File: config.mk
export PLATFORM = sky130hd
export DESIGN_NAME = gradient_accumulator
export DESIGN_NICKNAME = d
export VERILOG_FILES = /design/src/bp_pkg.sv /design/src/gradient_accumulator.sv
export SDC_FILE = /design/constraint.sdc
export NUM_CORES = 2
export LEC_CHECK = 0
export BUFFER_PORTS_ARGS = -buffer_cell sky130_fd_sc_hd__buf_2
export CORE_UTILIZATION = 30
export CTS_CLUSTER_DIAMETER = 50
export DETAILED_ROUTE_END_ITERATION = 16
export GPL_TIMING_DRIVEN = 0
export PLACE_DENSITY = 0.43
export REMOVE_ABC_BUFFERS = 1
export SYNTH_ARGS = -nofsm -noshare
export SYNTH_HDL_FRONTEND = slang
export SYNTH_SLANG_ARGS = --single-unit
File: constraint.sdc
create_clock -name clk -period 15.6 [get_ports clk]
set_input_delay 2.34 -clock clk [delete_from_list [all_inputs] [get_ports clk]]
set_output_delay 2.34 -clock clk [all_outputs]
set_load 0.02 [all_outputs]
File: src/bp_pkg.sv
package bp_pkg;

    // fixed-point format
    localparam int DATA_W    = 16;
    localparam int FRAC_BITS = 8;

    // one lane per row, slot and column
    localparam int LANES      = 3;
    localparam int MAX_LAYERS = 4;

    localparam int LAYER_W = 2;
    localparam int ROW_W   = 2;

    typedef logic signed [DATA_W-1:0] elem_t;

    // element 0 sits in the top slice of the vector
    typedef elem_t [0:LANES-1] vec_t;

    typedef struct packed {
        logic               valid;
        logic [LAYER_W-1:0] layer;
        logic [ROW_W-1:0]   slot;
    } wr_info_t;

    typedef struct packed {
        logic               valid;
        logic [LAYER_W-1:0] layer;
        logic [ROW_W-1:0]   row;
    } upd_info_t;

    // full signed product, scaled back to the element format
    function automatic elem_t fx_mult(elem_t a, elem_t b);
        logic signed [2*DATA_W-1:0] full;
        logic signed [2*DATA_W-1:0] scaled;
        full   = a * b;
        scaled = full >>> FRAC_BITS;
        return scaled[DATA_W-1:0];
    endfunction

    // wraps at DATA_W bits
    function automatic elem_t fx_add(elem_t a, elem_t b);
        elem_t sum;
        sum = a + b;
        return sum;
    endfunction

endpackage

File: src/gradient_accumulator.sv
`timescale 1ns/100ps

module gradient_accumulator import bp_pkg::*; (
    input  logic             clk,
    input  logic [ROW_W-1:0] row_i,
    input  vec_t             rd_delta_i [LANES],
    input  vec_t             rd_act_i [LANES],
    output vec_t             value_o
);

    vec_t grad_next;

    // column j: sum over slots of delta_i[row] * a_i[j]
    always_comb begin : row_sum
        elem_t acc;
        for (int j = 0; j < LANES; j++) begin
            // slot 0 seeds the sum
            acc = fx_mult(rd_delta_i[0][row_i], rd_act_i[0][j]);
            for (int i = 1; i < LANES; i++) begin
                acc = fx_add(acc, fx_mult(rd_delta_i[i][row_i], rd_act_i[i][j]));
            end
            grad_next[j] = acc;
        end
    end

    always_ff @(posedge clk) begin
        value_o <= grad_next;
    end

endmodule

# Yosys cells after proc, flatten, opt, wreduce, memory -nomap -nowiden
# Cells that the tools add are included.
# op_classes
n_addsub	6
mux	9
bitwise_logic	1
multipliers	9
order_cmp	1
# ops
operator	n
$mul 16x16->24	9
$add 16x16->16	6
$bmux 16 s2	3
$mux 16	6
$ge 3x3->1 const B	1
$not 2->3	1
# word_totals
out_inout_bits	48
in_bits	291
wordCells	29
ff_bits	48

# Depth between registers and ports, before layout
# depth
ltp_word	7
ltp_mapped	46
ltp_nobuf	40

# Worst setup path after synthesis
# No wires, ideal clock.
# synth_path
path_type	input-to-reg
start	in row_i[1]
end	reg value_o[47] (netlist bit)
stages	40
n_path_buf	7
setup_slack_ns	3.348
required_time_ns	15.470
setup_ns	0.130
t_arrival_ns	12.122
cell_sequence	buf_2 > buf_4 > buf_6 > buf_1 > clkbuf_1 > mux2i_1 > o21ai_0 > clkbuf_1 > clkbuf_1 > nand2_1 > fa_1 > fa_1 > inv_1 > fa_1 > inv_1 > fa_1 > fa_1 > fa_1 > [... 4 more ...] > a221o_1 > a211o_1 > o31a_1 > and2_4 > o21a_1 > nor2_1 > xnor2_1 > fa_1 > xnor2_1 > xnor2_1 > xnor2_1 > xnor2_1 > xnor2_1 > xnor2_1 > xnor2_1 > xnor2_1 > xnor2_1 > xnor3_1
# synth_lines
element	line	source
start: declaration	gradient_accumulator.sv:5	input logic [ROW_W-1:0] row_i,
end signal: assignment	gradient_accumulator.sv:27	value_o <= grad_next;
end: declaration	gradient_accumulator.sv:8	output vec_t value_o

==> insert_results.sql <==
INSERT INTO impl_metrics (metric_group, metric, value, unit) VALUES
('outcome', 'outcome', 'completed', ''),
('cells_and_area', 'n_fill_cell', '24900', ''),
('routing', 'route.vias.total', '51500', ''),
('placed_design', 'buffer_ports.inserted', '338', ''),
('sta', 'setup-violations-final', '0', ''),
('routing', 'detailroute.wirelength.met2', '106000', 'um'),
('clock_tree', 'clock-sinks', '48', ''),
('die', 'rows', '178', ''),
('clock_tree', 'post_cts_buffers', '0', ''),
('routing', 'first_iter_violations', '2160', ''),
('sta', 'hold_ws', '2.97', 'ns'),
('clock_tree', 'cts_clock_pin_slew_for_the_worst_setup_and_hold_paths', '0.09', 'ns'),
('sta', 'post-route-period-util', '0.900', ''),
('clock_tree', 'cts-root-to-sink-buffers', '2', ''),
('clock_tree', 'cts_buffers', '5', ''),
('yosys', 'synth.ff_latch_count', '48', ''),
('yosys', 'cell_area_synth', '71300', 'sq um'),
('yosys', 'count_of_mapped_cells_out_of_synthesis', '8161', ''),
('sta', 'rsz0062_at_grt', 'false', ''),
('routing', 'final_antenna_net_count', '0', ''),
('worst_setup_path', 'required', '15.79', 'ns'),
('cells_and_area', 'num-nets-final', '10900', ''),
('clock_tree', 'clock_root_buffer_master', 'clkbuf_16', ''),
('clock_tree', 'ctsHtreeMaxLevel', '2', ''),
('routing', 'routed.top_layer', 'met5', ''),
('flow_run', 'drv.max_cap_violation_count', '0', ''),
('placed_design', 'global_placement_routability_congestion', '0.858', ''),
('min_path', 'hold_path.class', 'in2reg', ''),
('die', 'die_h', '490', 'um'),
('yosys', 'ys_warn_count', '0', ''),
('global_route', 'wire_length_of_the_first_global_routing_pass', '348000', 'um'),
('worst_setup_path', 'worst-endpoint-arrival', '14.23', 'ns'),
('yosys', 'synth-async-reset-ratio', '0', ''),
('worst_setup_path', 'critical_path.endpoint_type', 'flip-flop', ''),
('die', 'core_region_area', '236000', 'sq um'),
('routing', 'met3_length', '7690', 'um'),
('die', 'boundaryPins', '339', ''),
('cells_and_area', 'largest_register_ffs', '48', ''),
('routing', 'wirelength_met1', '104000', 'um'),
('worst_setup_path', 'crit_path_top_delay_cell', 'xor2_1', ''),
('global_route', 'number_of_global_route_vias_before_repair', '56900', ''),
('yosys', 'synth-seq-area-share', '0.0135', ''),
('global_route', 'global_route_congestion_overflow_total', '0', ''),
('die', 'dieWidth', '490', 'um'),
('routing', 'detailedRoute.firstPassIterationCount', '5', ''),
('yosys', 'synth_enable_flop_cells', '0', ''),
('global_route', 'track_usage', '0.193', ''),
('worst_setup_path', 'crit_type', 'in2reg', ''),
('yosys', 'synth_top_cells_by_count', 'inv_1, fa_1, nand2_1, and2_1, ha_1', ''),
('clock_tree', 'cts-resized-gates', '0', ''),
('yosys', 'synth_top_area_cell', 'fa_1', ''),
('sta', 'timing.fmax', '71.2', 'MHz'),
('yosys', 'post_synth_num_cell_types', '72', ''),
('die', 'dieArea', '240000', 'sq um'),
('yosys', 'synth.top_cell.area_share', '0.483', ''),
('worst_setup_path', 'critPathMaxFanout', '37', ''),
('sta', 'timing.final.crit_period', '14.04', 'ns'),
('yosys', 'yosysMostFrequentCell', 'inv_1', ''),
('die', 'initial_core_util', '0.302', ''),
('yosys', 'synth.area.top_cells', 'fa_1, inv_1, ha_1', ''),
('cells_and_area', 'largest-register', 'value_o', ''),
('routing', 'wl_per_cell', '19.7', 'um'),
('yosys', 'ys_dominant_reg_cell', 'dfxtp_1', ''),
('clock_tree', 'cts_tree', 'yes', ''),
('routing', 'drc', '0', ''),
('cells_and_area', 'drive_above_1_share', '0.0606', ''),
('yosys', 'syn_avg_cell_area', '8.74', 'sq um'),
('sta', 'final_max_slew_viol_count', '0', ''),
('routing', 'post_drt_via_cell_ratio', '4.53', ''),
('global_route', 'grt_start_max_net_pins', '39', ''),
('clock_tree', 'postCtsHoldBufs', '0', ''),
('worst_setup_path', 'setup.worst_path.start_class', 'input port', ''),
('cells_and_area', 'regs_by_ff_count', 'value_o (48)', ''),
('global_route', 'grt_antenna_before_repair', '27', ''),
('cells_and_area', 'area_growth_syn_to_layout', '9.61', '%'),
('routing', 'totalWireLength', '224000', 'um'),
('sta', 'hold_viol', '0', ''),
('worst_setup_path', 'timing.critical_path.slowest_cell_delay', '1.04', 'ns'),
('sta', 'timing.max_slew.rel_slack', '0.0660', ''),
('placed_design', 'place.detailed.hpwl', '187000', 'um'),
('sta', 'worst_pin_slew', '1.39', 'ns');
## worst paths after layout
check	startpoint	to	slack [ns]	depth (start not counted)
worst max-delay path	row_i[0]	value_o[31]	1.56	41
worst min-delay path	rd_act_i[48]	value_o[0]	2.97	7
## worst max-delay path: cells and delay by family
family                   cells  cell delay (ns)
XOR/XNOR                     3             2.00
adder cells (fa/ha/maj)      8             3.18
buffers and inverters       10             1.86
AO/OA/AOI/OAI               13             3.09
AND/OR/NAND/NOR              7             1.50
## per-layer routing
metal	vias to the layer above	GRT usage
met3	158	0.0160
met5	-	0
li1	23400	-
met1	27000	0.270
met4	8	0.0452
met2	953	0.323
## through the flow
stage                util  area, sq um  worst slack (ns)  setup TNS (ns)  instances
floorplan               -        69900              3.18               0       7797
global placement    0.320        75600             -4.82         -130.60      11300
detailed placement  0.331        78000              1.23               0      11400
CTS                 0.331        78200              1.59               0      11400
global route        0.331        78200              1.02               0      11400
finish              0.332        78200              1.56               0      11400
## layout by cell type, fill, tap and decap left out, types with 4 or more instances in the layout
cell | netlist | final
diode_2 | 0 | 10
or2_1 | 4 | 4
a211o_1 | 4 | 4
buf_16 | 0 | 20
o21a_1 | 38 | 38
nand3_1 | 24 | 24
buf_12 | 0 | 54
ha_1 | 672 | 672
xor2_1 | 104 | 102
o21ai_4 | 0 | 18
nor2b_1 | 31 | 31
nand2b_1 | 49 | 49
buf_2 | 4 | 336
clkbuf_16 | 0 | 5
a2111oi_0 | 4 | 4
a21o_1 | 39 | 39
fa_1 | 1722 | 1722
dfxtp_1 | 48 | 48
a21oi_1 | 85 | 85
o2bb2ai_4 | 0 | 28
a211oi_1 | 4 | 4
nor2_1 | 127 | 127
xnor2_1 | 253 | 252
a221o_1 | 4 | 4
o21ai_0 | 51 | 34
o31a_1 | 5 | 5
nand2_1 | 1076 | 1076
inv_1 | 2262 | 2262
or2_2 | 17 | 17
o211ai_1 | 5 | 5
and3_1 | 6 | 6
o21ai_1 | 11 | 10
o21bai_1 | 12 | 12
and2_1 | 934 | 934
a31oi_1 | 7 | 7
o41ai_1 | 5 | 5
mux2i_1 | 48 | 48
nor3_1 | 40 | 40
nand4_1 | 15 | 15
or3_1 | 10 | 10
## kinds of logic (layout without fill, tap and decap cells)
logic type | Yosys count | in the layout | synth area share
adder cells (fa/ha/maj) | 2394 | 2394 | 0.601
other | 0 | 10 | 0
buffers and inverters | 2628 | 2685 | 0.139
XOR/XNOR | 360 | 360 | 0.0448
flip-flops | 48 | 48 | 0.0135
AND/OR/NAND/NOR | 2347 | 2347 | 0.163
multiplexers | 48 | 48 | 0.00674
AO/OA/AOI/OAI | 336 | 336 | 0.0322
## area by class of cell
class | count | area, sq um | area share
antenna | 10 | 25.0 | 0.000320
clock buffer | 5 | 125 | 0.00160
clock inverter | 3 | 68.8 | 0.000880
inverter | 2264 | 8500 | 0.109
multi-input combinational | 5485 | 61200 | 0.783
sequential | 48 | 961 | 0.0123
tap | 3150 | 3940 | 0.0504
timing repair buffer | 413 | 3340 | 0.0428
Power is not shown: default switching activity piles up to over one toggle a cycle in this logic, so the estimate is an artifact.
