<file path="src/bp_pkg.sv">
package bp_pkg;

    // fixed-point format
    localparam int DATA_W    = 16;
    localparam int FRAC_BITS = 8;

    // one lane per row, slot and column
    localparam int LANES      = 3;
    localparam int MAX_LAYERS = 4;

    localparam int LAYER_W = 2;
    localparam int ROW_W   = 2;

    typedef logic signed [DATA_W-1:0] elem_t;

    // element 0 sits in the top slice of the vector
    typedef elem_t [0:LANES-1] vec_t;

    typedef struct packed {
        logic               valid;
        logic [LAYER_W-1:0] layer;
        logic [ROW_W-1:0]   slot;
    } wr_info_t;

    typedef struct packed {
        logic               valid;
        logic [LAYER_W-1:0] layer;
        logic [ROW_W-1:0]   row;
    } upd_info_t;

    // full signed product, scaled back to the element format
    function automatic elem_t fx_mult(elem_t a, elem_t b);
        logic signed [2*DATA_W-1:0] full;
        logic signed [2*DATA_W-1:0] scaled;
        full   = a * b;
        scaled = full >>> FRAC_BITS;
        return scaled[DATA_W-1:0];
    endfunction

    // wraps at DATA_W bits
    function automatic elem_t fx_add(elem_t a, elem_t b);
        elem_t sum;
        sum = a + b;
        return sum;
    endfunction

endpackage

</file>
<file path="src/delay_line.sv">
`timescale 1ns/100ps

module delay_line #(
    parameter type payload_t = logic,
    parameter int  LATENCY   = 1
) (
    input  logic     clk,
    input  logic     reset_i,
    input  payload_t in_i,
    output payload_t out_o
);

    payload_t stage_q [LATENCY];

    always_ff @(posedge clk) begin
        if (reset_i) begin
            for (int i = 0; i < LATENCY; i++) begin
                stage_q[i] <= '0;
            end
        end else begin
            stage_q[0] <= in_i;
            for (int i = 1; i < LATENCY; i++) begin
                stage_q[i] <= stage_q[i-1];
            end
        end
    end

    assign out_o = stage_q[LATENCY-1];

endmodule

</file>
<file path="src/delta_calculator.sv">
`timescale 1ns/100ps

module delta_calculator import bp_pkg::*; (
    input  logic               clk,
    input  logic               reset_i,
    input  logic               train_valid_i,
    input  logic [LAYER_W-1:0] train_layer_i,
    input  logic [ROW_W-1:0]   train_slot_i,
    input  vec_t               diff_act_i,
    input  vec_t               diff_cost_i,
    input  vec_t               diff_start_i,
    output vec_t               delta_o,
    output vec_t               act_o,
    output wr_info_t           wr_info_o
);

    wr_info_t wr_tag;
    vec_t     delta_next;

    // lane-wise product of cost and activation derivative
    always_comb begin
        for (int l = 0; l < LANES; l++) begin
            delta_next[l] = fx_mult(diff_cost_i[l], diff_act_i[l]);
        end
    end

    always_ff @(posedge clk) begin
        delta_o <= delta_next;
        act_o   <= diff_start_i;
    end

    assign wr_tag.valid = train_valid_i;
    assign wr_tag.layer = train_layer_i;
    assign wr_tag.slot  = train_slot_i;

    // tag follows the payload register by one cycle
    delay_line #(
        .payload_t (wr_info_t),
        .LATENCY   (1)
    ) i_wr_delay (
        .clk     (clk),
        .reset_i (reset_i),
        .in_i    (wr_tag),
        .out_o   (wr_info_o)
    );

endmodule

</file>
<file path="config.mk">
export PLATFORM = sky130hd
export DESIGN_NAME = delta_calculator
export DESIGN_NICKNAME = d
export VERILOG_FILES = /design/src/bp_pkg.sv /design/src/delay_line.sv /design/src/delta_calculator.sv
export SDC_FILE = /design/constraint.sdc
export NUM_CORES = 2
export LEC_CHECK = 0
export BUFFER_PORTS_ARGS = -buffer_cell sky130_fd_sc_hd__buf_2
export CORE_UTILIZATION = 54
export CTS_BUF_LIST = sky130_fd_sc_hd__clkbuf_2
export DETAILED_ROUTE_END_ITERATION = 12
export GPL_TIMING_DRIVEN = 0
export PLACE_DENSITY = 0.78
export SLEW_MARGIN = 20
export SYNTH_ARGS = -nofsm -noshare
export SYNTH_HDL_FRONTEND = slang
export SYNTH_SLANG_ARGS = --single-unit
</file>
<file path="constraint.sdc">
create_clock -name clk -period 18.4 [get_ports clk]
set_input_delay 5.52 -clock clk [delete_from_list [all_inputs] [get_ports clk]]
set_output_delay 5.52 -clock clk [all_outputs]
set_load 0.01 [all_outputs]
</file>
; After elaboration in Yosys (flattened, before gate mapping)
; Memory sizes are Yosys's and may differ from the RTL's.
; Cells that the tools add are included.
; Widths: inputs -> output; s select.
[totals]
register_bits = 96
latchBits = 0
ram_bits = 5
romBits = 0
input_bits = 151
memories = 1
[memory_table]
columns = memory, depth, width, rd, rd_ports_with_merged_regs, wr, line_no
row1 = i_wr_delay.stage_q, 1, 5, 1, 0, 1, delay_line.sv:13  ; payload_t stage_q [LATENCY];
[op_classes]
addsub = 0
n_mul = 3
div = 0
n_lt_le_gt_ge = 0
eq_ne = 0
shift = 0
muxes = 5
n_bitwise = 0
n_reduce_logical = 1
[ops]
columns = op, count
row1 = $mul 16x16->24, 3
row2 = $mux 5, 1
row3 = $reduce_or 5->1, 1
row4 = $mux 1, 4

; Depth between registers and ports, before layout
[depth]
depth_word = 3
ltp_mapped = 24
ltp_nobuf = 23

; Hierarchy
; From an unflattened synthesis, not the netlist that was laid out.
[unflattened]
cells_unflattened = 2621
hier_area_um2 = 24218.2
[modules_own_cells]
columns = module, n_inst, cells_per_inst, area_each_um2, seq_area_each_um2
row1 = delta_calculator, 1, 2611, 24086.9, 1921.8
row2 = delay_line, 1, 10, 131.4, 100.1

; Least setup slack after synthesis
; No wires, ideal clock.
[synth_path]
kind = input -> register
from = input diff_act_i[23] (netlist bit)
to = register delta_o[31] (netlist bit)
setup_ns = 0.121
arrival_time_ns = 10.737
slack_ns = 7.542
cell_stages = 23
n_path_buf = 2
path_cell_list = clkbuf_1 > clkbuf_1 > nand2_1 > fa_1 > inv_1 > fa_1 > inv_1 > fa_1 > inv_1 > fa_1 > fa_1 > inv_1 > fa_1 > inv_1 > ha_1 > o21a_1 > o21ai_0 > a31oi_1 > o21ai_0 > o32ai_1 > o21a_1 > nor2_1 > xnor2_1
[synth_lines]
columns = item, line_no
row1 = start: declaration, delta_calculator.sv:9  ; input vec_t diff_act_i,
row2 = end signal: assignment, delta_calculator.sv:28  ; delta_o <= delta_next;
row3 = end: declaration, delta_calculator.sv:12  ; output vec_t delta_o,

==> summary.md <==
| Metric | Value |
|---|---|
| Vias | `17750` |
| Crit Path Max Fanout | `10` |
| Vias per cell | `5.08` |
| Filler Cells Inserted | `3810` |
| Inserted Clock Buffers | `9` |
| Crit path depth | `22` |
| Synthesized net count | `between 3000 and 4000` |
| Setup ws final | `7190 ps` |
| CP max stage delay | `590 ps` |
| Global route overflow | `0` |
| Sink Count | `101` |
| CTS tree | `done` |
| Slew Viols, Final | `0` |
| Min-delay worst type | `in -> reg` |
| 1st-pass router iterations | `5` |
| Crit. End Element | `register` |
| Root buffer cell | `clkbuf_2` |
| Layout cell share with drive strength beyond 1 | `0.0915` |
| Arrival time of the worst setup path | `11820 ps` |
| DR WL/cell | `16.7 um` |
| Hold Path Depth | `1` |
| Seq/Total Area, Yosys | `0.0835` |
| Max Clk Rate | `0.0892 GHz` |
| Critical Path RT | `19010 ps` |
| Synthesized cell area | `0.0242 mm^2` |
| Crit path kind | `in -> reg` |
| GPL Wtd Cong | `0.952` |
| Starting density of the core | `0.548` |
| Largest net degree at the start of global routing | `19` |
| Vias in the first global route | `19985` |
| Nets@finish | `3811` |
| DIE WIDTH | `approximately 210 um` |
| Layout area overhead | `8.48%` |
| Ys Warns | `0` |
| Global Route Usage Sum | `0.276` |
| Setup tns final | `0 ps` |
| Floorplan row count | `between 70 and 80` |
| Postcts setup bufs | `0` |
| Resized cells post-CTS | `0` |
| Synth cell types | `40` |
| Ports | `~250` |
| Final WL | `58.4 mm` |
| Worst-case clock buffer depth | `2` |
| Clock-pin transition on the worst setup and hold timing paths | `310 ps` |
| Setup-failing EPs final | `0` |
| Most frequent CP cell | `fa_1` |
| DIE AREA | `~0.046 mm^2` |
| Global-route wire length before repair | `97.2 mm` |
| DP Cell Count | `3473` |
| FF/Latch Area | `0.00202 mm^2` |
| Crit path cell chain | `clkbuf_1 > clkbuf_1 > nand2_1 > fa_1 > inv_1 > fa_1 > inv_1 > fa_1 > inv_1 > fa_1 > fa_1 > inv_1 > fa_1 > inv_1 > ha_1 > a21oi_1 > nand3_1 > o21ai_0 > nor2_1 > o31a_1 > o21ai_0 > a21oi_1` |
| Delay-heaviest family, CP | `adder cells` |
| Critical path buffer and inverter count | `7` |
| Core ar. | `approximately 0.044 mm^2` |
| Tcrit/Tclk final | `0.609` |
| Final min period | `11210 ps` |
| Initial antenna violation count | `4` |
| CP startpoint kind | `primary input` |
| RSZ-0062 raised after global routing | `no` |
| Final Hold Fails | `0` |
| Chip Height | `roughly 210 um` |
| Drt drc | `0` |
| Synthesized instance count | `2640` |
| H-tree depth | `3` |
| Worst relative slew slack | `0.510` |
| Layout Cells excl Fill | `~3500` |
| Seq cells post-synth | `101` |
| Max-cap violation count | `0` |
| Hold_ws | `4870 ps` |
| Status | `completed` |
| Slowest CP cell | `o21ai_0` |
| Port Buffer Count | `241` |
| Actual slew at the worst max-slew pin | `727 ps` |
| Final ANT Viol Nets | `0` |
| Post-DP HPWL | `51.1 mm` |
| Multi-input logic area | `0.0191 mm^2` |
| Syn avg cell area | `9.17 um^2` |
| Drt initial violations | `roughly 990` |
| Place WS | `6410 ps` |
| CTS Hold Buffers Added | `0` |
cell families after synthesis:
logic type      synth area share
compound gates            0.0271
buf+inv                    0.126
flops                     0.0835
simple gates               0.155
xor+xnor                  0.0387
fa+ha+maj                  0.570
sequential cells by signal (all words and copies together) (netlist names):
name and flops:
act_o 48, delta_o 48, i_wr_delay.stage_q 5
area by class of cell:
class / instances / share of cell area
multi-input combinational: 1726 / 0.729
inverter: 719 / 0.103
buffer: 94 / 0.0134
antenna: 3 / 0.000286
timing repair buffer: 241 / 0.0459
tap: 592 / 0.0282
sequential: 101 / 0.0770
clock buffer: 9 / 0.00171
clock inverter: 7 / 0.00205
layout by cell type (no fill, tap or decap), types with 2 or more instances in the layout:
cell type	instances
and2_1	309
fa_1	558
dfxtp_1	101
a21oi_1	28
xor2_1	26
o21bai_1	2
o21ai_2	2
o21a_1	11
a31oi_1	3
inv_6	3
or3_1	2
o31a_1	2
diode_2	3
nor2_1	43
xnor2_1	81
o21ai_0	16
nand2b_1	16
nand2_1	353
clkbuf_1	94
a2111oi_4	3
nor2b_1	6
a211oi_1	2
nand3_1	8
ha_1	210
inv_1	719
a21o_1	11
buf_2	241
nand4_1	9
clkbuf_2	9
o31ai_1	2
nor3_1	10
layer usage:
| layer | share of wire | GRT usage | vias to the layer above | wire (um) |
|---|---|---|---|---|
| met5 | 0.00021 | 0 | - | 12 |
| met4 | 0.035 | 0.110 | 2 | 2020 |
| met3 | 0.084 | 0.0655 | 143 | 4910 |
| met2 | 0.49 | 0.467 | 763 | 28700 |
| met1 | 0.39 | 0.342 | 8819 | 22700 |
| li1 | - | - | 8023 | - |
synth_stat cells (all sizes together):
cell type	instances	area, um^2
o31a	2	17.5
o31ai	2	15.0
and3	1	6.26
o22ai	1	6.26
nor3	11	60.1
or3	2	12.5
a211oi	2	15.0
xor2	26	228
or2	1	6.26
a311oi	1	8.76
and2b	1	7.51
o2111ai	1	8.76
ha	210	2630
a31oi	4	40.0
nor2	43	161
o211ai	1	7.51
o21bai	2	15.0
a21bo	1	10.0
dfxtp	101	2020
nand4	9	56.3
o311a	1	10.0
nor2b	6	37.5
xnor2	81	709
inv	719	2700
and2	309	1930
o21a	11	82.6
clkbuf	94	353
nand3	8	40.0
a2111oi	4	91.3
a21o	11	82.6
a21oi	28	140
o32ai	1	8.76
fa	558	11200
nand2	353	1330
o21ai	18	97.6
nand2b	16	100
path summary, 6_finish.rpt:
kind | startpoint | end | slack (ps)
worst min-delay path | diff_start_i[25] | act_o[25]$_DFF_P_ | 4870
worst max-delay path | diff_act_i[23] | delta_o[29]$_DFF_P_ | 7190
through the flow:
stage / instance area [um^2] / utilization
2_1_floorplan: 24200 / -
3_3_place_gp: 26200 / 0.592
3_5_place_dp: 26200 / 0.592
4_1_cts: 26300 / 0.594
5_1_grt: 26300 / 0.594
6_report: 26300 / 0.594
Power is not shown: default switching activity piles up to over one toggle a cycle in this logic, so the estimate is an artifact.
