[config.mk]
export PLATFORM = sky130hd
export DESIGN_NAME = update_sequencer
export DESIGN_NICKNAME = d
export VERILOG_FILES = /design/src/bp_pkg.sv /design/src/delay_line.sv /design/src/update_sequencer.sv
export SDC_FILE = /design/constraint.sdc
export NUM_CORES = 1
export LEC_CHECK = 0
export ABC_AREA = 0
export BUFFER_PORTS_ARGS = -buffer_cell sky130_fd_sc_hd__buf_2
export CORE_AREA = 2 2 39 41
export CTS_CLUSTER_SIZE = 24
export DETAILED_ROUTE_END_ITERATION = 6
export DIE_AREA = 0 0 41 43
export SKIP_LAST_GASP = 1
export SLEW_MARGIN = 15
export SYNTH_ARGS = -nofsm -noshare
export SYNTH_HDL_FRONTEND = slang
export SYNTH_SLANG_ARGS = --single-unit
[constraint.sdc]
create_clock -name clk -period 3.1 [get_ports clk]
set_input_delay 0.155 -clock clk [delete_from_list [all_inputs] [get_ports clk]]
set_output_delay 0.155 -clock clk [all_outputs]
set_load 0.005 [all_outputs]
[src/bp_pkg.sv]
package bp_pkg;

    // fixed-point format
    localparam int DATA_W    = 16;
    localparam int FRAC_BITS = 8;

    // one lane per row, slot and column
    localparam int LANES      = 3;
    localparam int MAX_LAYERS = 4;

    localparam int LAYER_W = 2;
    localparam int ROW_W   = 2;

    typedef logic signed [DATA_W-1:0] elem_t;

    // element 0 sits in the top slice of the vector
    typedef elem_t [0:LANES-1] vec_t;

    typedef struct packed {
        logic               valid;
        logic [LAYER_W-1:0] layer;
        logic [ROW_W-1:0]   slot;
    } wr_info_t;

    typedef struct packed {
        logic               valid;
        logic [LAYER_W-1:0] layer;
        logic [ROW_W-1:0]   row;
    } upd_info_t;

    // full signed product, scaled back to the element format
    function automatic elem_t fx_mult(elem_t a, elem_t b);
        logic signed [2*DATA_W-1:0] full;
        logic signed [2*DATA_W-1:0] scaled;
        full   = a * b;
        scaled = full >>> FRAC_BITS;
        return scaled[DATA_W-1:0];
    endfunction

    // wraps at DATA_W bits
    function automatic elem_t fx_add(elem_t a, elem_t b);
        elem_t sum;
        sum = a + b;
        return sum;
    endfunction

endpackage

[src/delay_line.sv]
`timescale 1ns/100ps

module delay_line #(
    parameter type payload_t = logic,
    parameter int  LATENCY   = 1
) (
    input  logic     clk,
    input  logic     reset_i,
    input  payload_t in_i,
    output payload_t out_o
);

    payload_t stage_q [LATENCY];

    always_ff @(posedge clk) begin
        if (reset_i) begin
            for (int i = 0; i < LATENCY; i++) begin
                stage_q[i] <= '0;
            end
        end else begin
            stage_q[0] <= in_i;
            for (int i = 1; i < LATENCY; i++) begin
                stage_q[i] <= stage_q[i-1];
            end
        end
    end

    assign out_o = stage_q[LATENCY-1];

endmodule

[src/update_sequencer.sv]
`timescale 1ns/100ps

module update_sequencer import bp_pkg::*; (
    input  logic               clk,
    input  logic               reset_i,
    input  logic               update_req_i,
    input  logic [LAYER_W-1:0] update_layer_i,
    output logic               busy_o,
    output logic [LAYER_W-1:0] rd_layer_o,
    output logic [ROW_W-1:0]   row_o,
    output upd_info_t          tag_o
);

    logic               accept;
    logic [ROW_W-1:0]   cnt_q;
    logic [LAYER_W-1:0] layer_q;
    logic               issue_valid_q;
    upd_info_t          issue_tag;

    assign accept = update_req_i && !busy_o;

    // row counter, runs while busy
    always_ff @(posedge clk) begin
        if (reset_i) begin
            busy_o  <= 1'b0;
            cnt_q   <= '0;
            layer_q <= '0;
        end else if (accept) begin
            busy_o  <= 1'b1;
            cnt_q   <= '0;
            layer_q <= update_layer_i;
        end else if (busy_o) begin
            if (cnt_q == ROW_W'(LANES - 1)) begin
                busy_o <= 1'b0;
            end else begin
                cnt_q <= cnt_q + 1'b1;
            end
        end
    end

    // issue stage drives the store read and the accumulator
    always_ff @(posedge clk) begin
        if (reset_i) begin
            issue_valid_q <= 1'b0;
            rd_layer_o    <= '0;
            row_o         <= '0;
        end else begin
            issue_valid_q <= busy_o;
            rd_layer_o    <= layer_q;
            row_o         <= cnt_q;
        end
    end

    assign issue_tag.valid = issue_valid_q;
    assign issue_tag.layer = rd_layer_o;
    assign issue_tag.row   = row_o;

    // lines up with the accumulator register
    delay_line #(
        .payload_t (upd_info_t),
        .LATENCY   (1)
    ) i_tag_delay (
        .clk     (clk),
        .reset_i (reset_i),
        .in_i    (issue_tag),
        .out_o   (tag_o)
    );

endmodule

; Word-level counts from Yosys, hierarchy flattened
; Memories as Yosys holds them, arrays and structs flattened.
; Cells that the tools add are included.
; Widths: inputs -> output; s select.
[op_classes]
reduce_logical = 5
eq_ne = 1
bitwise_logic = 1
addsub = 1
mux = 8
[ops]
columns = operator, count
row1 = $mux 1, 7
row2 = $mux 5, 1
row3 = $reduce_or 5->1, 1
row4 = $add 2x1->2 const B, 1
row5 = $eq 2x2->1 const B, 1
row6 = $reduce_and 2->1, 1
row7 = $reduce_or 2->1, 1
row8 = $logic_and 1x1->1, 1
row9 = $logic_not 1->1, 1
row10 = $not 1->1, 1
[totals]
n_memories = 1
ff_bits = 10
wordCells = 23
out_inout_bits = 10
ramBits = 5
in_bits = 5
[mem_list]
columns = memory, words, width, rd, rd_ports_with_merged_regs, wr, line
row1 = i_tag_delay.stage_q, 1, 5, 1, 0, 1, delay_line.sv:13  ; payload_t stage_q [LATENCY];

; Depth between registers and ports, before layout
; Gate-level depths: netlist (run 1).
[depth]
ltp_word = 4
ltp_mapped = 5
ltp_nobuf = 5

; Cells and area by module
; Synthesis (run 1) repeated with hierarchy kept, for this count alone.
[hier_totals]
hier_cells = 39
hier_area_um2 = 485.5
[by_module_without_submodules]
columns = mod, instances, seq_area_each_um2, cells_per_inst, area_each_um2
row1 = update_sequencer, 1, 200.2, 29, 354.1
row2 = delay_line, 1, 100.1, 10, 131.4

; Least setup slack after synthesis (run 1)
; Ideal clock, no wire load.
[synth_timing]
kind = register -> register
startpoint = reg cnt_q[0]
endpoint = reg cnt_q[1]
slack_ns = 2.117
path_buffers = 0
stages_incl_launch_ff = 6
t_required_ns = 2.981
setup_ns = 0.119
t_arrival_ns = 0.864
cell_sequence = dfxtp_1 inv_1 ha_1 nand2b_1 nand3_1 o31ai_1
[synth_via]
elab_chain_len = 3
[synth_lines]
columns = item, line
row1 = start: declaration, update_sequencer.sv:15  ; logic [ROW_W-1:0] cnt_q;
row2 = start signal: assignment, update_sequencer.sv:36  ; cnt_q <= cnt_q + 1'b1;
row3 = $eq 2x2->1, update_sequencer.sv:33  ; if (cnt_q == ROW_W'(LANES - 1)) begin
row4 = $not 1->1 (no source line), n/a
row5 = $reduce_and 2->1 (no source line), n/a
; Parallel ways exist; a longest one is shown, timed or not.
; A chain may end at the register's enable or synchronous reset.

; Worst setup path after layout (run 1)
[layout_timing]
startpoint = reg cnt_q[0]
endpoint = reg cnt_q[0]
; Same word-level chain as after synthesis.

==> results of run 1 <==
area by class of cell:
class | count | area, µm²
clock buffers | 4 | 26.3
fillers | 136 | 800
inverters | 1 | 3.75
multi-input cells | 22 | 164
flip-flops and latches | 15 | 300
well taps | 16 | 20.0
repair buffers | 14 | 70.1
per-stage QoR:
| stage | hold slack (ps) | area (µm²) |
|---|---|---|
| 2_1_floorplan | 238 | 479 |
| 3_3_place_gp | 389 | 558 |
| 3_5_place_dp | 399 | 558 |
| 4_1_cts | 107 | 584 |
| 5_1_grt | 120 | 584 |
| 6_report | 115 | 584 |
metal layers:
metal	vias up	track usage, %	wire [µm]
li1	163	-	-
met1	133	11.1	278
met2	8	9.69	303
met3	0	4.71	44
met4	0	8.00	0
met5	-	0	0
registers in the layout, summed over array words and instances, names as in the netlist:
register,cells
cnt_q,2
rd_layer_o,2
row_o,2
i_tag_delay.stage_q,5
issue_valid_q,1
busy_o,1
layer_q,2
critical path, stage by stage, from the launching register on:
cell	delay (ps)
dfxtp_1	350
inv_1	50
ha_1	180
nand2b_1	200
o31ai_1	230
synthesized netlist by cell type, drive strengths merged:
cell	number	area (µm²)
dfxtp	15	300
and2b	7	55.1
nor2b	3	18.8
mux2i	2	20.0
nand2b	2	20.0
nand3	2	10.0
nor2	2	7.51
o31ai	2	15.0
a21oi	1	5.00
buf	1	11.3
ha	1	12.5
inv	1	3.75
logic make-up (layout without fill, tap and decap cells):
family	after synthesis	after routing	share of synthesized area [%]
mux	2	2	4.18
flops	15	15	62.7
fa+ha+maj	1	1	2.61
simple gates	16	16	23.2
buf+inv	2	19	3.13
compound gates	3	3	4.18
where the power goes:
| part | internal (W) | total, W | switching (W) |
|---|---|---|---|
| registers | 0.000202 | 0.000205 | 0.00000381 |
| logic | 0.0000145 | 0.0000266 | 0.0000122 |
| clock network | 0.0000498 | 0.000106 | 0.0000558 |
| total | 0.000266 | 0.000338 | 0.0000718 |
worst min path at each step:
stage / endpoint
after floorplan: row_o[1]
after global placement: layer_q[1]
after detailed placement: layer_q[1]
after CTS: layer_q[1]
after global routing: layer_q[0]
final: layer_q[1]
==> insert_results.sql, run 1 <==
INSERT INTO impl_metrics (metric_group, metric, value, unit) VALUES
('clock_network', 'post_cts_resized', '0', ''),
('setup_path', 'crit-reg2reg-launch', 'cnt_q[0]', ''),
('final_layout', 'final_non_filler_cell_total', '72', ''),
('setup_path', 'reg_to_reg_slack_setup', '2000', 'ps'),
('clock_network', 'clk_pin_slew_worst_paths', '80', 'ps'),
('global_route', 'grt_overflow_total', '0', ''),
('setup_path', 'crit_path_start', 'cnt_q[0]', ''),
('setup_path', 'start_kind', 'register', ''),
('detailed_routing', 'routed_via_density', '4.22', ''),
('timing', 'finClkSkew', '1.92', 'ps'),
('timing', 'finalWorstPathRequiredPeriod', '1100', 'ps'),
('timing', 'period_share', '35.5', '%'),
('setup_path', 'worst-r2r-cell-count', '4', ''),
('run_status', 'result_of_the_run', 'finished clean', ''),
('floorplanning', 'fp.dieW', '41', 'µm'),
('detailed_routing', 'wirelength', '625', 'µm'),
('global_route', 'number_of_antenna_violations_at_the_first_check_in_global_routing', '0', ''),
('detailed_routing', 'routed_wire_length_per_instance', '8.68', 'µm'),
('clock_network', 'cts.root.buffer_cell', 'clkbuf_4', ''),
('floorplanning', 'io-pin-count', '15', ''),
('placed_design', 'dp_slack', '2020', 'ps'),
('setup_path', 'end_kind', 'register', ''),
('floorplanning', 'placementRows', '14', ''),
('global_route', 'global_route_wire_length_before_repair', '952', 'µm'),
('floorplanning', 'die_height', '43', 'µm'),
('setup_path', 'timing.rr.end', 'cnt_q[0]', ''),
('final_layout', 'final_core_util', '42.2', '%'),
('timing', 'fmaxAchievable', '0.908', 'GHz'),
('final_layout', 'finalNetCount', '63', ''),
('setup_path', 'worst_path_arrival_time', '1290', 'ps'),
('synth', 'count_of_mapped_cells_out_of_synthesis', '39', ''),
('timing', 'drv_slew', '0', ''),
('clock_network', 'cts_tree', 'built', ''),
('final_layout', 'mostFrequentLayoutCells', '15 x dfxtp_1, 14 x buf_2, 6 x and2b_1, 3 x nor2b_1, 3 x clkbuf_4', ''),
('detailed_routing', 'postRouteAntennaNets', '0', ''),
('global_route', 'grt_pass1_vias', '230', ''),
('timing', 'worst_margin_pin_slew', '213', 'ps'),
('final_layout', 'antenna_cells', '0', ''),
('setup_path', 'worstSetupPathType', 'reg -> reg', ''),
('final_layout', 'most_common_cell_after_layout_fill_and_taps_aside', 'dfxtp_1', ''),
('clock_network', 'cts_inserted_buffers', '3', ''),
('setup_path', 'worst-path-max-fanout', '5', ''),
('placed_design', 'io_buffer_count', '14', ''),
('timing', 'final.setup.worst_slack', '2000', 'ps'),
('setup_path', 'critical_path_required', '3280', 'ps'),
('timing', 'final-setup-viol-count', '0', ''),
('synth', 'postSynthRegisterBits', '15', ''),
('timing', 'maxSlewHeadroom', '85.7', '%'),
('final_layout', 'synthToLayoutAreaGrowth', '21.9', '%'),
('power', 'power.density_cell_area', '578', 'mW/mm²'),
('placed_design', 'dpl.cell_count', '68', ''),
('detailed_routing', 'routed-via-count', '304', ''),
('synth', 'yosys_warnings', '0', ''),
('hold_path', 'hold_path.startpoint', 'update_layer_i[1]', ''),
('synth', 'register_area_share_after_synthesis', '62.7', '%'),
('floorplanning', 'die_area', '0.00176', 'mm²'),
('synth', 'postSynthAreaPerCell', '12.3', 'µm²'),
('floorplanning', 'core', '0.00138', 'mm²'),
('clock_network', 'numClockSinks', '15', ''),
('detailed_routing', 'dr.first_iter.drc_count', '4', ''),
('placed_design', 'place_congestion', '0.769', ''),
('final_layout', 'final_layout_size_suffix_gt1_share', '33.9', '%'),
('floorplanning', 'initial_utilization', '34.6', '%'),
('detailed_routing', 'drt_pre_antenna_iters', '2', ''),
('hold_path', 'hold_path_depth', '3', ''),
('clock_network', 'cts_setup_buffers', '0', ''),
('synth', 'synthesis.nets', '45', ''),
('clock_network', 'clk_path_buf_depth', '2', ''),
('clock_network', 'clk-insertion-delay-late', '270', 'ps'),
('power', 'peakVddDrop', '0.000225', 'V'),
('power', 'total_power', '0.000338', 'W'),
('timing', 'hold_violations', '0', ''),
('clock_network', 'clock_tree.htree_level_count', '1', ''),
('setup_path', 'worstSetupEndpoint', 'cnt_q[0]', ''),
('job', 'timing.max_cap.violations', '0', ''),
('synth', 'syn-cell-area', '479', 'µm²'),
('hold_path', 'hold_path_class', 'in -> reg', ''),
('clock_network', 'postCtsHoldBufs', '0', ''),
('global_route', 'grt.total_usage', '8.68', '%'),
('global_route', 'largest_net_degree_at_the_start_of_global_routing', '16', ''),
('timing', 'rsz0062_at_grt', 'false', ''),
('synth', 'post_synth_num_cell_types', '14', ''),
('power', 'power.leakage', '0.297', 'nW'),
('timing', 'fin_setup_tns', '0', 'ps'),
('detailed_routing', 'drc_errors', '0', '');
No activity file was read; power rests on OpenSTA's default activity.
==> run 2: changes to the inputs <==
Settings changed: ABC_AREA 0 to 1.
Clock period 3.1 ns to 1.1 ns, I/O delays scaled along.
==> insert_results.sql, run 2 <==
INSERT INTO impl_metrics (metric_group, metric, value, unit) VALUES
('setup_path', 'crit-reg2reg-launch', 'cnt_q[0]', ''),
('setup_path', 'start_kind', 'register', ''),
('floorplanning', 'placementRows', '14', ''),
('hold_path', 'hold_path.startpoint', 'update_req_i', ''),
('synth', 'postSynthAreaPerCell', '8.15', 'µm²'),
('clock_network', 'numClockSinks', '15', ''),
('setup_path', 'timing.rr.end', 'cnt_q[1]', ''),
('global_route', 'grt-busiest-layer', 'met1', ''),
('clock_network', 'clk_pin_slew_worst_paths', '80', 'ps'),
('timing', 'maxSlewHeadroom', '86.1', '%'),
('clock_network', 'cts_setup_buffers', '0', ''),
('detailed_routing', 'postRouteAntennaNets', '0', ''),
('timing', 'hold_violations', '0', ''),
('clock_network', 'cts_tree', 'built', ''),
('synth', 'post_synth_num_cell_types', '11', ''),
('final_layout', 'synthToLayoutAreaGrowth', '22.3', '%'),
('detailed_routing', 'routed_wire_length_per_instance', '7.77', 'µm'),
('setup_path', 'critical_path.max_stage_delay', '340', 'ps'),
('clock_network', 'postCtsHoldBufs', '0', ''),
('synth', 'synthesis.nets', '68', ''),
('power', 'power.density_cell_area', '1610', 'mW/mm²'),
('timing', 'period_share', '89.7', '%'),
('synth', 'async_reset_ff_share', '0', '%'),
('timing', 'finClkSkew', '3.86', 'ps'),
('global_route', 'use_met2', '11.9', '%'),
('floorplanning', 'fp.dieW', '41', 'µm'),
('hold_path', 'hold_path_class', 'in -> reg', ''),
('timing', 'fin_setup_tns', '0', 'ps'),
('run_status', 'result_of_the_run', 'finished clean', ''),
('floorplanning', 'initial_utilization', '36.5', '%'),
('synth', 'leading_post_synthesis_cells_by_cell_area', 'dfxtp_1 59%, nor2_1 13%, inv_1 9.7%, nand3_1 4.0%, nand2_1 3.7%', ''),
('clock_network', 'clk-insertion-delay-late', '280', 'ps'),
('setup_path', 'critical_path_required', '1280', 'ps'),
('job', 'timing.max_cap.violations', '0', ''),
('final_layout', 'finalNetCount', '86', ''),
('detailed_routing', 'drt_pre_antenna_iters', '1', ''),
('synth', 'syn-cell-area', '505', 'µm²'),
('detailed_routing', 'wirelength', '738', 'µm'),
('final_layout', 'final_layout_size_suffix_gt1_share', '27.8', '%'),
('floorplanning', 'io-pin-count', '15', ''),
('global_route', 'globalRouteMet3Util', '6.28', '%'),
('detailed_routing', 'routed_via_density', '3.84', ''),
('clock_network', 'cts.root.buffer_cell', 'clkbuf_4', ''),
('final_layout', 'most_common_cell_after_layout_fill_and_taps_aside', 'nor2_1', ''),
('global_route', 'grt_pass1_vias', '283', ''),
('synth', 'most_frequently_used_cell_type_in_the_post_synthesis_netlist', 'nor2_1', ''),
('floorplanning', 'core', '0.00138', 'mm²'),
('detailed_routing', 'routed-via-count', '365', ''),
('synth', 'yosys-top-cells-count', '18 x nor2_1, 15 x dfxtp_1, 13 x inv_1', ''),
('timing', 'rsz0062_at_grt', 'false', ''),
('global_route', 'globalRouteMet1Util', '13.2', '%'),
('power', 'peakVddDrop', '0.000520', 'V'),
('final_layout', 'fillerInstances', '144', ''),
('floorplanning', 'die_height', '43', 'µm'),
('synth', 'ys_dominant_reg_cell', 'dfxtp_1', ''),
('hold_path', 'hold_path_depth', '4', ''),
('final_layout', 'antenna_cells', '0', ''),
('clock_network', 'cts_inserted_buffers', '3', ''),
('setup_path', 'worstSetupPathType', 'reg -> reg', ''),
('global_route', 'number_of_antenna_violations_at_the_first_check_in_global_routing', '0', ''),
('detailed_routing', 'dr.first_iter.drc_count', '0', ''),
('clock_network', 'clock_tree.htree_level_count', '1', ''),
('synth', 'postSynthRegisterBits', '15', ''),
('global_route', 'global_route_wire_length_before_repair', '1.17', 'mm'),
('global_route', 'largest_net_degree_at_the_start_of_global_routing', '12', ''),
('clock_network', 'post_cts_resized', '0', ''),
('synth', 'synthDominantCellAreaShare', '59.4', '%'),
('setup_path', 'reg_to_reg_slack_setup', '110', 'ps'),
('setup_path', 'crit_chain', 'inv_1 -> ha_1 -> inv_1 -> nand3_1 -> nand3_1 -> nor2_1', ''),
('placed_design', 'io_buffer_count', '14', ''),
('timing', 'fmaxAchievable', '1.01', 'GHz'),
('placed_design', 'dp.final_hpwl', '537', 'µm'),
('final_layout', 'mostFrequentLayoutCells', '18 x nor2_1, 14 x dfxtp_1, 14 x buf_2, 13 x inv_1, 5 x nand2_1', ''),
('timing', 'finalWorstPathRequiredPeriod', '986', 'ps'),
('final_layout', 'regMostFlops', 'i_tag_delay.stage_q', ''),
('synth', 'register_area_share_after_synthesis', '59.4', '%'),
('hold_path', 'worstHoldEndpoint', 'cnt_q[0]', ''),
('setup_path', 'cp_slowest_cell', 'dfxtp_2', ''),
('timing', 'holdWs', '60.4', 'ps'),
('setup_path', 'worst-r2r-cell-count', '6', ''),
('synth', 'count_of_mapped_cells_out_of_synthesis', '62', ''),
('synth', 'synth-edff-count', '0', ''),
('power', 'power.leakage', '0.314', 'nW'),
('clock_network', 'clk_path_buf_depth', '2', ''),
('global_route', 'grt_overflow_total', '0', ''),
('global_route', 'grt.total_usage', '10.9', '%'),
('timing', 'worst_margin_pin_slew', '209', 'ps'),
('placed_design', 'place_congestion', '0.693', ''),
('floorplanning', 'die_area', '0.00176', 'mm²'),
('setup_path', 'worst_path_arrival_time', '1170', 'ps'),
('setup_path', 'worst-path-max-fanout', '3', ''),
('setup_path', 'end_kind', 'register', ''),
('synth', 'synth_largest_area_cell', 'dfxtp_1', ''),
('detailed_routing', 'drc_errors', '0', ''),
('timing', 'drv_slew', '0', ''),
('synth', 'yosys_warnings', '0', ''),
('setup_path', 'cpLargestDelayFamily', 'flip-flops', ''),
('setup_path', 'critical_path_buf_inv_count', '2', ''),
('final_layout', 'largest_reg_flops', '5', ''),
('timing', 'final-setup-viol-count', '0', '');
## run 2: worst max path at each step
stage | from | end | slack, ps | cells after the start
floorplan | cnt_q[0] | cnt_q[1] | 160 | 6
global placement | cnt_q[0] | cnt_q[1] | 130 | 6
detailed placement | cnt_q[0] | cnt_q[1] | 110 | 6
CTS | cnt_q[0] | cnt_q[1] | 90 | 6
global route | cnt_q[0] | cnt_q[0] | 20 | 6
finish | cnt_q[0] | cnt_q[1] | 110 | 6
## run 2: tightest hold or removal path, stage by stage
cell     delay [ps]
buf_2            90
nand2_1          60
nand3_1          80
nor2_1           30
## run 2: power breakdown
group / leakage, nW / internal (W) / switching, W
combinational: 0.176 / 0.0000423 / 0.0000541
clock: 0.0150 / 0.000141 / 0.000171
sequential: 0.123 / 0.000572 / 0.0000155
total: 0.314 / 0.000755 / 0.000241
## run 2: final cells by class
| cell class | count | area [µm²] | share of cell area, % |
|---|---|---|---|
| clock buffers | 4 | 26.3 | 4.25 |
| well taps | 16 | 20.0 | 3.24 |
| flip-flops and latches | 15 | 302 | 48.8 |
| multi-input cells | 31 | 144 | 23.3 |
| repair buffers | 14 | 70.1 | 11.3 |
| inverters | 15 | 56.3 | 9.11 |
## run 2: stage by stage
step	setup slack, ps	area (µm²)	util (%)	total power [W]	cells
final	114	618	44.7	0.000996	95
after global placement	133	591	42.7	0.000695	91
after CTS	95.0	617	44.6	0.00101	95
after floorplan	160	505	-	0.000666	62
after global routing	20.8	618	44.7	0.00106	95
after detailed placement	106	591	42.7	0.000698	91
## run 2: per-layer routing
layer / share of wire [%] / wire (µm)
met5: 0 / 0
met4: 1.5 / 11
met1: 51 / 377
met2: 40 / 296
met3: 7.0 / 52
## run 2: cells by family after synthesis
logic type | synth area share [%]
AO/OA/AOI/OAI | 1.49
adder cells (fa/ha/maj) | 2.47
buffers and inverters | 12.1
flip-flops | 59.4
AND/OR/NAND/NOR | 24.5
